## config.mk

```make
export PLATFORM = sky130hd
export DESIGN_NAME = opn2_top
export DESIGN_NICKNAME = d
export VERILOG_FILES = /design/src/opn2_pkg.sv /design/src/opn2_prescaler.sv /design/src/opn2_bus_if.sv /design/src/opn2_regs.sv /design/src/opn2_timer.sv /design/src/opn2_pcm_dac.sv /design/src/opn2_top.sv
export VERILOG_INCLUDE_DIRS = /design/src /design/src/src
export SDC_FILE = /design/constraint.sdc
export NUM_CORES = 1
export LEC_CHECK = 0
export BUFFER_PORTS_ARGS = -buffer_cell sky130_fd_sc_hd__buf_2
export CORE_ASPECT_RATIO = 1.75
export CORE_UTILIZATION = 58
export CTS_CLUSTER_DIAMETER = 60
export DETAILED_ROUTE_END_ITERATION = 8
export HOLD_SLACK_MARGIN = 0.03
export PLACE_DENSITY_LB_ADDON = 0.25
export SYNTH_ARGS = -nofsm -noshare
export SYNTH_HDL_FRONTEND = slang
export SYNTH_SLANG_ARGS = --single-unit
```

## constraint.sdc

```tcl
create_clock -name clk -period 4.7 [get_ports clk]
set_input_delay 0.705 -clock clk [delete_from_list [all_inputs] [get_ports clk]]
set_output_delay 0.705 -clock clk [all_outputs]
set_load 0.02 [all_outputs]
```

## src/opn2_consts.svh

```systemverilog
`ifndef OPN2_CONSTS_SVH
`define OPN2_CONSTS_SVH

// Register map, part I only
`define OPN2_REG_TIMER_A_HI   8'h24  // Timer A value, bits 9..2
`define OPN2_REG_TIMER_A_LO   8'h25  // Timer A value, bits 1..0
`define OPN2_REG_TIMER_B      8'h26
`define OPN2_REG_TIMER_CTRL   8'h27
`define OPN2_REG_DAC_DATA     8'h2A
`define OPN2_REG_DAC_EN       8'h2B
`define OPN2_REG_CH6_PAN      8'hB6

// Bits of the timer control register
`define OPN2_CTRL_LOAD_A      0
`define OPN2_CTRL_LOAD_B      1
`define OPN2_CTRL_EN_A        2
`define OPN2_CTRL_EN_B        3
`define OPN2_CTRL_RST_A       4
`define OPN2_CTRL_RST_B       5

`define OPN2_DAC_EN_BIT       7  // In 0x2B
`define OPN2_PAN_L_BIT        7  // In 0xB6
`define OPN2_PAN_R_BIT        6

// Clock division chain
`define OPN2_CEN_DIV          6   // cen pulses per slot
`define OPN2_SLOTS            24  // Slots per sample
`define OPN2_TIMER_B_PRESCALE 16  // Samples per timer B count
`define OPN2_BUSY_TICKS       32  // Slots with busy high
`define OPN2_DAC_SHIFT        7   // 9-bit DAC to 16-bit output

`endif

```

## src/opn2_pkg.sv

```systemverilog
`default_nettype none

package opn2_pkg;

    // One register write from the chip bus
    typedef struct packed {
        logic       valid;  // Single-cycle strobe
        logic [7:0] addr;   // Latched register address
        logic [7:0] data;
    } reg_write_t;

    // Control of one timer
    typedef struct packed {
        logic       run;       // Load bit, counter runs while high
        logic       irq_en;    // Overflow may set the flag
        logic       flag_clr;  // One-cycle pulse
        logic [9:0] reload;    // Timer B uses bits 7..0
    } timer_ctrl_t;

    // Channel 6 DAC setup
    typedef struct packed {
        logic       enable;
        logic       pan_left;
        logic       pan_right;
        logic [7:0] sample;  // Unsigned, 0x80 is silence
    } dac_cfg_t;

    // Timer flags as seen in the status byte
    typedef struct packed {
        logic flag_b;
        logic flag_a;
    } timer_status_t;

endpackage

`default_nettype wire

```

## src/opn2_prescaler.sv

```systemverilog
`default_nettype none
`timescale 1ns/1ps

`include "opn2_consts.svh"

module opn2_prescaler (
    input  logic clk,
    input  logic arst_n,
    input  logic cen,
    output logic clk_en,
    output logic sample_tick
);

    localparam int DIV_W  = $clog2(`OPN2_CEN_DIV);
    localparam int SLOT_W = $clog2(`OPN2_SLOTS);

    logic [DIV_W-1:0]  div_cnt;
    logic [SLOT_W-1:0] slot_cnt;  // Operator slot within the sample

    assign clk_en      = cen && (div_cnt == DIV_W'(`OPN2_CEN_DIV - 1));
    assign sample_tick = clk_en && (slot_cnt == SLOT_W'(`OPN2_SLOTS - 1));

    // Divide cen down to the slot rate
    always_ff @(posedge clk or negedge arst_n) begin
        if (!arst_n) begin
            div_cnt <= '0;
        end else if (cen) begin
            div_cnt <= clk_en ? '0 : div_cnt + 1'b1;
        end
    end

    // Count slots, wrap at the sample boundary
    always_ff @(posedge clk or negedge arst_n) begin
        if (!arst_n) begin
            slot_cnt <= '0;
        end else if (clk_en) begin
            slot_cnt <= sample_tick ? '0 : slot_cnt + 1'b1;
        end
    end

endmodule

`default_nettype wire

```

## src/opn2_bus_if.sv

```systemverilog
`default_nettype none
`timescale 1ns/1ps

`include "opn2_consts.svh"

module opn2_bus_if (
    input  logic                    clk,
    input  logic                    arst_n,
    input  logic                    clk_en,
    input  logic                    cs_n,
    input  logic                    wr_n,
    input  logic [1:0]              addr,
    input  logic [7:0]              din,
    input  opn2_pkg::timer_status_t flags,
    output opn2_pkg::reg_write_t    reg_wr,
    output logic [7:0]              dout,
    output logic                    irq_n
);

    localparam int BUSY_W = $clog2(`OPN2_BUSY_TICKS + 1);

    logic              write;
    logic              addr_wr;   // Address port write
    logic              data_wr;   // Data port write
    logic [7:0]        reg_addr;  // Latched register address
    logic              wr_valid;
    logic [7:0]        wr_addr;
    logic [7:0]        wr_data;
    logic [BUSY_W-1:0] busy_cnt;
    logic              busy;

    assign write   = !cs_n && !wr_n;
    assign addr_wr = write && (addr == 2'd0);
    assign data_wr = write && (addr == 2'd1);  // Part II ports fall through

    always_ff @(posedge clk or negedge arst_n) begin
        if (!arst_n) begin
            reg_addr <= '0;
            wr_valid <= 1'b0;
        end else begin
            wr_valid <= data_wr;
            if (addr_wr) reg_addr <= din;
        end
    end

    // Write payload
    always_ff @(posedge clk) begin
        if (data_wr) begin
            wr_addr <= reg_addr;
            wr_data <= din;
        end
    end

    assign reg_wr = '{valid: wr_valid, addr: wr_addr, data: wr_data};

    // Busy counts down in slots, restarted by every data write
    always_ff @(posedge clk or negedge arst_n) begin
        if (!arst_n) begin
            busy_cnt <= '0;
        end else if (data_wr) begin
            busy_cnt <= BUSY_W'(`OPN2_BUSY_TICKS);
        end else if (clk_en && busy) begin
            busy_cnt <= busy_cnt - 1'b1;
        end
    end

    assign busy  = (busy_cnt != '0);
    assign dout  = {busy, 5'd0, flags.flag_b, flags.flag_a};
    assign irq_n = !(flags.flag_a || flags.flag_b);

endmodule

`default_nettype wire

```

## src/opn2_regs.sv

```systemverilog
`default_nettype none
`timescale 1ns/1ps

`include "opn2_consts.svh"

module opn2_regs (
    input  logic                  clk,
    input  logic                  arst_n,
    input  opn2_pkg::reg_write_t  reg_wr,
    output opn2_pkg::timer_ctrl_t timer_a,
    output opn2_pkg::timer_ctrl_t timer_b,
    output opn2_pkg::dac_cfg_t    dac
);

    logic [9:0] value_a;
    logic [7:0] value_b;
    logic       load_a;
    logic       load_b;
    logic       en_a;    // Flag A enable
    logic       en_b;
    logic       clr_a;   // Flag reset pulses
    logic       clr_b;
    logic       dac_en;
    logic       pan_l;
    logic       pan_r;
    logic [7:0] dac_sample;

    always_ff @(posedge clk or negedge arst_n) begin
        if (!arst_n) begin
            value_a    <= '0;
            value_b    <= '0;
            load_a     <= 1'b0;
            load_b     <= 1'b0;
            en_a       <= 1'b0;
            en_b       <= 1'b0;
            clr_a      <= 1'b0;
            clr_b      <= 1'b0;
            dac_en     <= 1'b0;
            pan_l      <= 1'b1;  // Both sides on, as the chip powers up
            pan_r      <= 1'b1;
            dac_sample <= '0;
        end else begin
            clr_a <= 1'b0;
            clr_b <= 1'b0;
            if (reg_wr.valid) begin
                case (reg_wr.addr)
                    `OPN2_REG_TIMER_A_HI: value_a[9:2] <= reg_wr.data;
                    `OPN2_REG_TIMER_A_LO: value_a[1:0] <= reg_wr.data[1:0];
                    `OPN2_REG_TIMER_B:    value_b      <= reg_wr.data;
                    `OPN2_REG_TIMER_CTRL: begin
                        load_a <= reg_wr.data[`OPN2_CTRL_LOAD_A];
                        load_b <= reg_wr.data[`OPN2_CTRL_LOAD_B];
                        en_a   <= reg_wr.data[`OPN2_CTRL_EN_A];
                        en_b   <= reg_wr.data[`OPN2_CTRL_EN_B];
                        clr_a  <= reg_wr.data[`OPN2_CTRL_RST_A];  // Not stored
                        clr_b  <= reg_wr.data[`OPN2_CTRL_RST_B];
                    end
                    `OPN2_REG_DAC_DATA: dac_sample <= reg_wr.data;
                    `OPN2_REG_DAC_EN:   dac_en     <= reg_wr.data[`OPN2_DAC_EN_BIT];
                    `OPN2_REG_CH6_PAN: begin
                        pan_l <= reg_wr.data[`OPN2_PAN_L_BIT];
                        pan_r <= reg_wr.data[`OPN2_PAN_R_BIT];
                    end
                    default: ;  // FM registers have no effect here
                endcase
            end
        end
    end

    assign timer_a = '{run: load_a, irq_en: en_a, flag_clr: clr_a, reload: value_a};
    assign timer_b = '{run: load_b, irq_en: en_b, flag_clr: clr_b,
                       reload: {2'b00, value_b}};
    assign dac     = '{enable: dac_en, pan_left: pan_l, pan_right: pan_r,
                       sample: dac_sample};

endmodule

`default_nettype wire

```

## src/opn2_timer.sv

```systemverilog
`default_nettype none
`timescale 1ns/1ps

module opn2_timer #(
    parameter int WIDTH    = 10,
    parameter int PRESCALE = 1
) (
    input  logic                  clk,
    input  logic                  arst_n,
    input  logic                  sample_tick,
    input  opn2_pkg::timer_ctrl_t ctrl,
    output logic                  flag
);

    localparam int PRE_W = (PRESCALE > 1) ? $clog2(PRESCALE) : 1;

    logic [WIDTH-1:0] cnt;
    logic [PRE_W-1:0] pre_cnt;   // Samples within one count
    logic             run_q;
    logic             start;     // Rise of the load bit
    logic             count_en;
    logic             overflow;

    assign start    = ctrl.run && !run_q;
    assign count_en = ctrl.run && sample_tick && (pre_cnt == PRE_W'(PRESCALE - 1));
    assign overflow = count_en && !start && (cnt == '1);

    // Up counter, reloads on start and on overflow
    always_ff @(posedge clk or negedge arst_n) begin
        if (!arst_n) begin
            run_q   <= 1'b0;
            cnt     <= '0;
            pre_cnt <= '0;
        end else begin
            run_q <= ctrl.run;
            if (start) begin
                cnt     <= ctrl.reload[WIDTH-1:0];
                pre_cnt <= '0;
            end else if (ctrl.run && sample_tick) begin
                pre_cnt <= count_en ? '0 : pre_cnt + 1'b1;
                if (overflow)
                    cnt <= ctrl.reload[WIDTH-1:0];
                else if (count_en)
                    cnt <= cnt + 1'b1;
            end
        end
    end

    // Flag holds until cleared, a new overflow wins
    always_ff @(posedge clk or negedge arst_n) begin
        if (!arst_n) begin
            flag <= 1'b0;
        end else if (overflow && ctrl.irq_en) begin
            flag <= 1'b1;
        end else if (ctrl.flag_clr) begin
            flag <= 1'b0;
        end
    end

endmodule

`default_nettype wire

```

## src/opn2_pcm_dac.sv

```systemverilog
`default_nettype none
`timescale 1ns/1ps

`include "opn2_consts.svh"

module opn2_pcm_dac (
    input  logic               clk,
    input  logic               arst_n,
    input  logic               sample_tick,
    input  opn2_pkg::dac_cfg_t dac,
    output logic signed [15:0] snd_left,
    output logic signed [15:0] snd_right,
    output logic               snd_sample
);

    logic signed [8:0]  pcm9;   // Sample with the 0x80 offset removed
    logic signed [15:0] pcm16;
    logic               left_on;
    logic               right_on;

    assign pcm9     = signed'({1'b0, dac.sample} - 9'd128);
    assign pcm16    = {pcm9, {`OPN2_DAC_SHIFT{1'b0}}};
    assign left_on  = dac.enable && dac.pan_left;
    assign right_on = dac.enable && dac.pan_right;

    // Outputs move only on the sample boundary
    always_ff @(posedge clk or negedge arst_n) begin
        if (!arst_n) begin
            snd_left   <= '0;
            snd_right  <= '0;
            snd_sample <= 1'b0;
        end else begin
            snd_sample <= sample_tick;
            if (sample_tick) begin
                snd_left  <= left_on  ? pcm16 : 16'sd0;
                snd_right <= right_on ? pcm16 : 16'sd0;
            end
        end
    end

endmodule

`default_nettype wire

```

## src/opn2_top.sv

```systemverilog
`default_nettype none
`timescale 1ns/1ps

`include "opn2_consts.svh"

module opn2_top (
    input  logic               clk,
    input  logic               arst_n,
    input  logic               cen,      // Tie high if unused
    input  logic [7:0]         din,
    input  logic [1:0]         addr,
    input  logic               cs_n,
    input  logic               wr_n,
    output logic [7:0]         dout,     // Status byte
    output logic               irq_n,
    output logic signed [15:0] snd_left,
    output logic signed [15:0] snd_right,
    output logic               snd_sample
);

    import opn2_pkg::*;

    logic          clk_en;
    logic          sample_tick;
    reg_write_t    reg_wr;
    timer_ctrl_t   timer_a_ctrl;
    timer_ctrl_t   timer_b_ctrl;
    dac_cfg_t      dac_cfg;
    logic          flag_a;
    logic          flag_b;
    timer_status_t flags;

    assign flags = '{flag_b: flag_b, flag_a: flag_a};

    opn2_prescaler u_prescaler (
        .clk         (clk),
        .arst_n      (arst_n),
        .cen         (cen),
        .clk_en      (clk_en),
        .sample_tick (sample_tick)
    );

    opn2_bus_if u_bus_if (
        .clk    (clk),
        .arst_n (arst_n),
        .clk_en (clk_en),
        .cs_n   (cs_n),
        .wr_n   (wr_n),
        .addr   (addr),
        .din    (din),
        .flags  (flags),
        .reg_wr (reg_wr),
        .dout   (dout),
        .irq_n  (irq_n)
    );

    opn2_regs u_regs (
        .clk     (clk),
        .arst_n  (arst_n),
        .reg_wr  (reg_wr),
        .timer_a (timer_a_ctrl),
        .timer_b (timer_b_ctrl),
        .dac     (dac_cfg)
    );

    // Timer A counts every sample
    opn2_timer #(.WIDTH(10), .PRESCALE(1)) u_timer_a (
        .clk         (clk),
        .arst_n      (arst_n),
        .sample_tick (sample_tick),
        .ctrl        (timer_a_ctrl),
        .flag        (flag_a)
    );

    opn2_timer #(.WIDTH(8), .PRESCALE(`OPN2_TIMER_B_PRESCALE)) u_timer_b (
        .clk         (clk),
        .arst_n      (arst_n),
        .sample_tick (sample_tick),
        .ctrl        (timer_b_ctrl),
        .flag        (flag_b)
    );

    opn2_pcm_dac u_pcm_dac (
        .clk         (clk),
        .arst_n      (arst_n),
        .sample_tick (sample_tick),
        .dac         (dac_cfg),
        .snd_left    (snd_left),
        .snd_right   (snd_right),
        .snd_sample  (snd_sample)
    );

endmodule

`default_nettype wire

```

Word level (Yosys, flattened, before mapping). Index checks and enable logic that the tools add are counted.

Bits in latches: 0. Bits in read-only memories: 0. Memory bits (writable): 0. Word-level logic and storage cells: 127. Input bits: 15. Bits in registers: 134. Output and inout port bits: 42. Memories: 0.

Equal/unequal tests: 13. Multiply operators: 0. Mux-type cells: 28. $add $sub $neg: 8. Div/mod/pow operators: 0. Order comparisons: 0. Reductions and logical operators: 46. Bitwise operators: 1. Shifts and indexed selects: 0.

Operator list (count): $eq A8 B6 Y1 const B (6); $mux W10 (4); $mux W16 (2); $mux W8 (4); $logic_and A1 B1 Y1 (20); $reduce_and A2 Y1 (9); $eq A8 B8 Y1 const B (2); $mux W4 (3); $mux W6 (2); $mux W1 (11); $add A10 B1 Y10 const B (1); $eq A10 B10 Y1 const B (1); $reduce_bool A2 Y1 (5); $sub A8 B8 Y9 const B (1); $add A8 B1 Y8 const B (1); $logic_not A1 Y1 (7); $reduce_bool A3 Y1 (2); $reduce_bool A6 Y1 (1); $sub A6 B1 Y6 const B (1); $add A5 B1 Y5 const B (1); $eq A5 B5 Y1 const B (1); $mux W5 (1); $add A4 B1 Y4 const B (1); $eq A4 B4 Y1 const B (1); 8 further kinds (8).

Logic depth before layout (Yosys ltp).
Depth after elaboration: 10. Depth in mapped cells: 9. Depth with buffers taken out: 8.

By module. From an unflattened synthesis, not the netlist that was laid out.

Cell total of the unflattened synthesis: 480. Area, all modules: 5577.8 um2.

Modules (own cells, without submodules): opn2_regs (instances 1, cells an instance 97, seq. area each 878.3 um2, area each 1488.9 um2); opn2_bus_if (instances 1, cells an instance 84, seq. area each 855.8 um2, area each 1253.7 um2); opn2_timer at u_timer_b (instances 1, cells an instance 93, seq. area each 350.3 um2, area each 844.6 um2); opn2_timer at u_timer_a (instances 1, cells an instance 87, seq. area each 325.3 um2, area each 812.0 um2); opn2_pcm_dac (instances 1, cells an instance 78, seq. area each 425.4 um2, area each 765.7 um2); opn2_prescaler (instances 1, cells an instance 41, seq. area each 200.2 um2, area each 412.9 um2).

Worst setup path before layout. Ideal clock, no wire load.

Path kind: input port to flip-flop. From: in cs_n. To: reg u_bus_if.wr_addr[0] (enable). Library setup time: 0.412 ns. Required time: 4.288 ns. Path buffers: 0. Setup slack: 2.294 ns. Cell stages on the path: 1. Arrival time: 1.994 ns. Cells stage by stage: nor4b_2.

Longest elaborated chain between the ends: 3.

Ends and longest elaborated chain: start, declared (RTL line opn2_top.sv:12) `input logic cs_n,`; $logic_not A1 Y1 (RTL line opn2_bus_if.sv:32) `assign write = !cs_n && !wr_n;`; $logic_and A1 B1 Y1 (RTL line opn2_bus_if.sv:32); $logic_and A1 B1 Y1 (RTL line opn2_bus_if.sv:34) `assign data_wr = write && (addr == 2'd1);`; end signal, assigned (RTL line opn2_bus_if.sv:49) `wr_addr <= reg_addr;`; end, declared (RTL line opn2_bus_if.sv:27) `logic [7:0] wr_addr;`.

Every way passes these cells. A chain may end at the register's enable or synchronous reset.

Worst setup path after layout.
From: reg u_prescaler.div_cnt[1]. To: reg u_timer_b.cnt[6].

Longest elaborated chain between the ends: 10. Elaborated cells on any way between the ends: 13. Classes of those cells: eq/ne: 1; mux: 3; reduce/logical: 9.

Ends and longest elaborated chain: start, declared (RTL line opn2_prescaler.sv:17) `logic [DIV_W-1:0] div_cnt;`; start signal, assigned (RTL line opn2_prescaler.sv:28) `div_cnt <= clk_en ? '0 : div_cnt + 1'b1;`; $eq A3 B3 Y1 (*) (RTL line opn2_prescaler.sv:20) `` assign clk_en = cen && (div_cnt == DIV_W'(`OPN2_CEN_DIV - 1)); ``; $logic_and A1 B1 Y1 (*) (RTL line opn2_prescaler.sv:20); $logic_and A1 B1 Y1 (*) (RTL line opn2_prescaler.sv:21) `` assign sample_tick = clk_en && (slot_cnt == SLOT_W'(`OPN2_SLOTS - 1)); ``; $logic_and A1 B1 Y1 (*) (RTL line opn2_timer.sv:25, opn2_timer.sv:39); $logic_and A1 B1 Y1 (RTL line opn2_timer.sv:25) `assign count_en = ctrl.run && sample_tick && (pre_cnt == PRE_W'(PRESCALE - 1));`; $logic_and A1 B1 Y1 (2 in series) (RTL line opn2_timer.sv:26) `assign overflow = count_en && !start && (cnt == '1);`; $mux W8 (RTL line opn2_timer.sv:41) `if (overflow)`; $mux W8 (RTL line opn2_timer.sv:39) `end else if (ctrl.run && sample_tick) begin`; $mux W8 (RTL line opn2_timer.sv:36) `if (start) begin`; end signal, assigned (RTL line opn2_timer.sv:37) `cnt <= ctrl.reload[WIDTH-1:0];`; end signal, assigned (RTL line opn2_timer.sv:42) `cnt <= ctrl.reload[WIDTH-1:0];`; end signal, assigned (RTL line opn2_timer.sv:44) `cnt <= cnt + 1'b1;`; end, declared (RTL line opn2_timer.sv:17) `logic [WIDTH-1:0] cnt;`.

Every way passes the cells marked *; elsewhere a longest branch is shown, timed or not. The select of a mux whose other input is x is not followed.

==> run metrics <==
Startpoint Class register; grt ovf 0; drt wl/cell around 17 um; router iterations before antenna repair 4; Crit Path Category register to register; Finished Core Util 68.0%; first-pass GRT wire length 17.1 mm; Clock Sinks 118; #FFs+latches synth 118; Setup Buffers After CTS 0; Final ANT Viol Nets 0; most frequent cells in the layout dfrtp_1, nand2_1, mux2_2; P per Cell Area 423 nW/um2; reg2reg end u_timer_b.cnt[6]; RSZ-0062 raised after global routing no; Fin. Hold Viols 0; Data arrival, critical path 2.51 ns; Routed WL 10.7 mm; Critical Path RT 5.04 ns; worst setup path endpoint u_timer_b.cnt[6]; number of diodes 0; CTS tree done; Final period util 46.1%; critical path peak fanout 35; DR vias/cell 5.73; WHS 0.372 ns; Port Buffers 37; vias in the first global route 3600; Worst-Margin Slew 0.884 ns; cell row count 46; CP endpoint kind register; fin crit period 2.17 ns; post-CTS sizing 0; total of max-cap violations 0; status completed; Async SR Flop Fraction around 86%; Die Span Y 130 um; die area 9830 um2; core area ~9100 um2; RD Place Congestion 0.870; Slew Limit Fails 0; Netlist cell types 70; Clk pwr share 46.9%; initial antenna violation count 0; Starting Density 60.1%; pin count of the biggest net entering global routing 64; Clk Latency, worst-skew pair about 0.42 ns; sequential area share after synthesis a little under three fifths; Clock transition at path regs approximately 0.05 ns; CTS Hold Buffers Added 0; total CTS buffers 17; Sum Neg Setup Slack 0 ns; R2R setup slack 2.53 ns; Area contributors post-synth dfrtp_1, mux2_2, edfxtp_1; Layout area overhead 13.1%; Detail Placement HPWL 7.32 mm; Cell Area, Synth 5460 um2; cell taking the most area after synthesis dfrtp_1; H-tree levels 4; fmax 461 MHz; Gate power share approximately 8.1%; R2R cell count 8; Seq pwr share 44.9%; worst min path class input pin to async pin; Worst Setup SP u_prescaler.div_cnt[1]; most common cell after layout, fill and taps aside dfrtp_1; I/O pin cnt 57; layout cells sized above 1 a little over a quarter; Final #Nets 533; via count 3684; slew margin rel. around two fifths; clk buf depth 2; biggest regs u_regs.value_a (10), u_timer_a.cnt (10); Fillers 682; final setup fails 0; Remaining DRCs 0; R2R Path Start u_prescaler.div_cnt[1]; root buffer cell clkbuf_16; Post-synth top flop dfrtp_1; sw power between 0.6 and 0.7 mW; share of Yosys cell area claimed by the top area cell type about 46%; Int Pwr 1.97 mW; Pleak 2.89 nW; Max Clock Skew 0.00529 ns; Post-Syn Instances 473; Post-synth EDFFs 16; Starting DRT DRC Count 211; Die W 75.4 um; mean post-synth cell area 11.6 um2; switching share of power 24.6%; Peak VDD IR 0.442 mV; GR Util All Layers 24.1%; Warnings, synthesis 0
-- metrics by stage --
stage          total power [mW]  instance area (um2)  instances  setup slack [ns]
3_5_place_dp               1.41                 5620        611              2.31
6_report                   2.62                 6180        643              2.53
5_1_grt                    2.71                 6180        643              2.40
3_3_place_gp               1.39                 5620        611              2.41
2_1_floorplan              1.35                 5530        491              2.29
4_1_cts                    2.64                 6180        643              2.55
-- worst min-delay path by stage --
stage               depth (start not counted)                     end  slack [ns]
detailed placement                          1          u_timer_b.flag        0.43
finish                                      1  u_pcm_dac.snd_left[13]        0.37
floorplan                                   1          u_timer_a.flag        0.40
global placement                            1          u_timer_b.flag        0.42
CTS                                         1  u_prescaler.div_cnt[2]        0.40
global route                                1  u_pcm_dac.snd_left[13]        0.43
-- final cells by class --
cell class / instances / area (um2) / area share [%]
clock buffer: 18 / 429 / 6.94
clock inverter: 14 / 135 / 2.19
inverter: 10 / 37.5 / 0.607
multi-input combinational: 323 / 2180 / 35.3
sequential: 118 / 3040 / 49.1
tap: 120 / 150 / 2.43
timing repair buffer: 40 / 210 / 3.40
-- synthesized netlist by cell type (all sizes together), types with 2 or more instances --
library cell	instances
xnor2	3
o31ai	4
a22o	4
nand3	30
nand4b	5
nand2	52
xor2	5
mux2	43
and3	11
nand4	10
dfstp	2
o22ai	4
and3b	2
a211oi	3
dfrtp	100
and2	3
inv	10
nor2b	2
nand2b	4
a21o	2
ha	8
a21oi	16
clkbuf	5
nor3	5
buf	35
edfxtp	16
nor4	2
a31oi	5
a21boi	3
and4	3
o21ai	30
nor2	26
-- metal layers --
layer	vias up	part of all wire (%)	GRT usage, %
met1	1832	38	25.4
met3	24	3.9	7.29
met5	-	0	0
met4	0	3.1	11.2
met2	90	55	42.9
li1	1738	-	-
-- cell families (layout without fill, tap and decap cells) --
group	after synthesis	in the layout	share of synthesized area, %
AND/OR/NAND/NOR	162	162	16.6
adder cells (fa/ha/maj)	8	8	1.83
AO/OA/AOI/OAI	83	83	9.87
XOR/XNOR	8	8	1.28
flip-flops	118	118	55.6
buffers and inverters	50	82	5.89
other	1	19	0.0686
multiplexers	43	43	8.86
-- worst max-delay path, stage by stage, from the launching register on --
cell and delay, ns:
dfrtp_1 0.38, inv_1 0.08, ha_1 0.22, and4_4 0.28, nand2_1 0.13, buf_4 0.26
o31ai_1 0.52, nand2_1 0.12, o21ai_0 0.09
-- power groups by stage --
| stage | Combinational [mW] | Clock, mW | Sequential [mW] |
|---|---|---|---|
| 2_1_floorplan | 0.173 | 0 | 1.17 |
| 6_report | 0.213 | 1.23 | 1.18 |
| 4_1_cts | 0.216 | 1.25 | 1.18 |
| 3_3_place_gp | 0.203 | 0 | 1.19 |
| 3_5_place_dp | 0.214 | 0 | 1.19 |
| 5_1_grt | 0.244 | 1.29 | 1.18 |
Power figures use the tool's default switching activity.
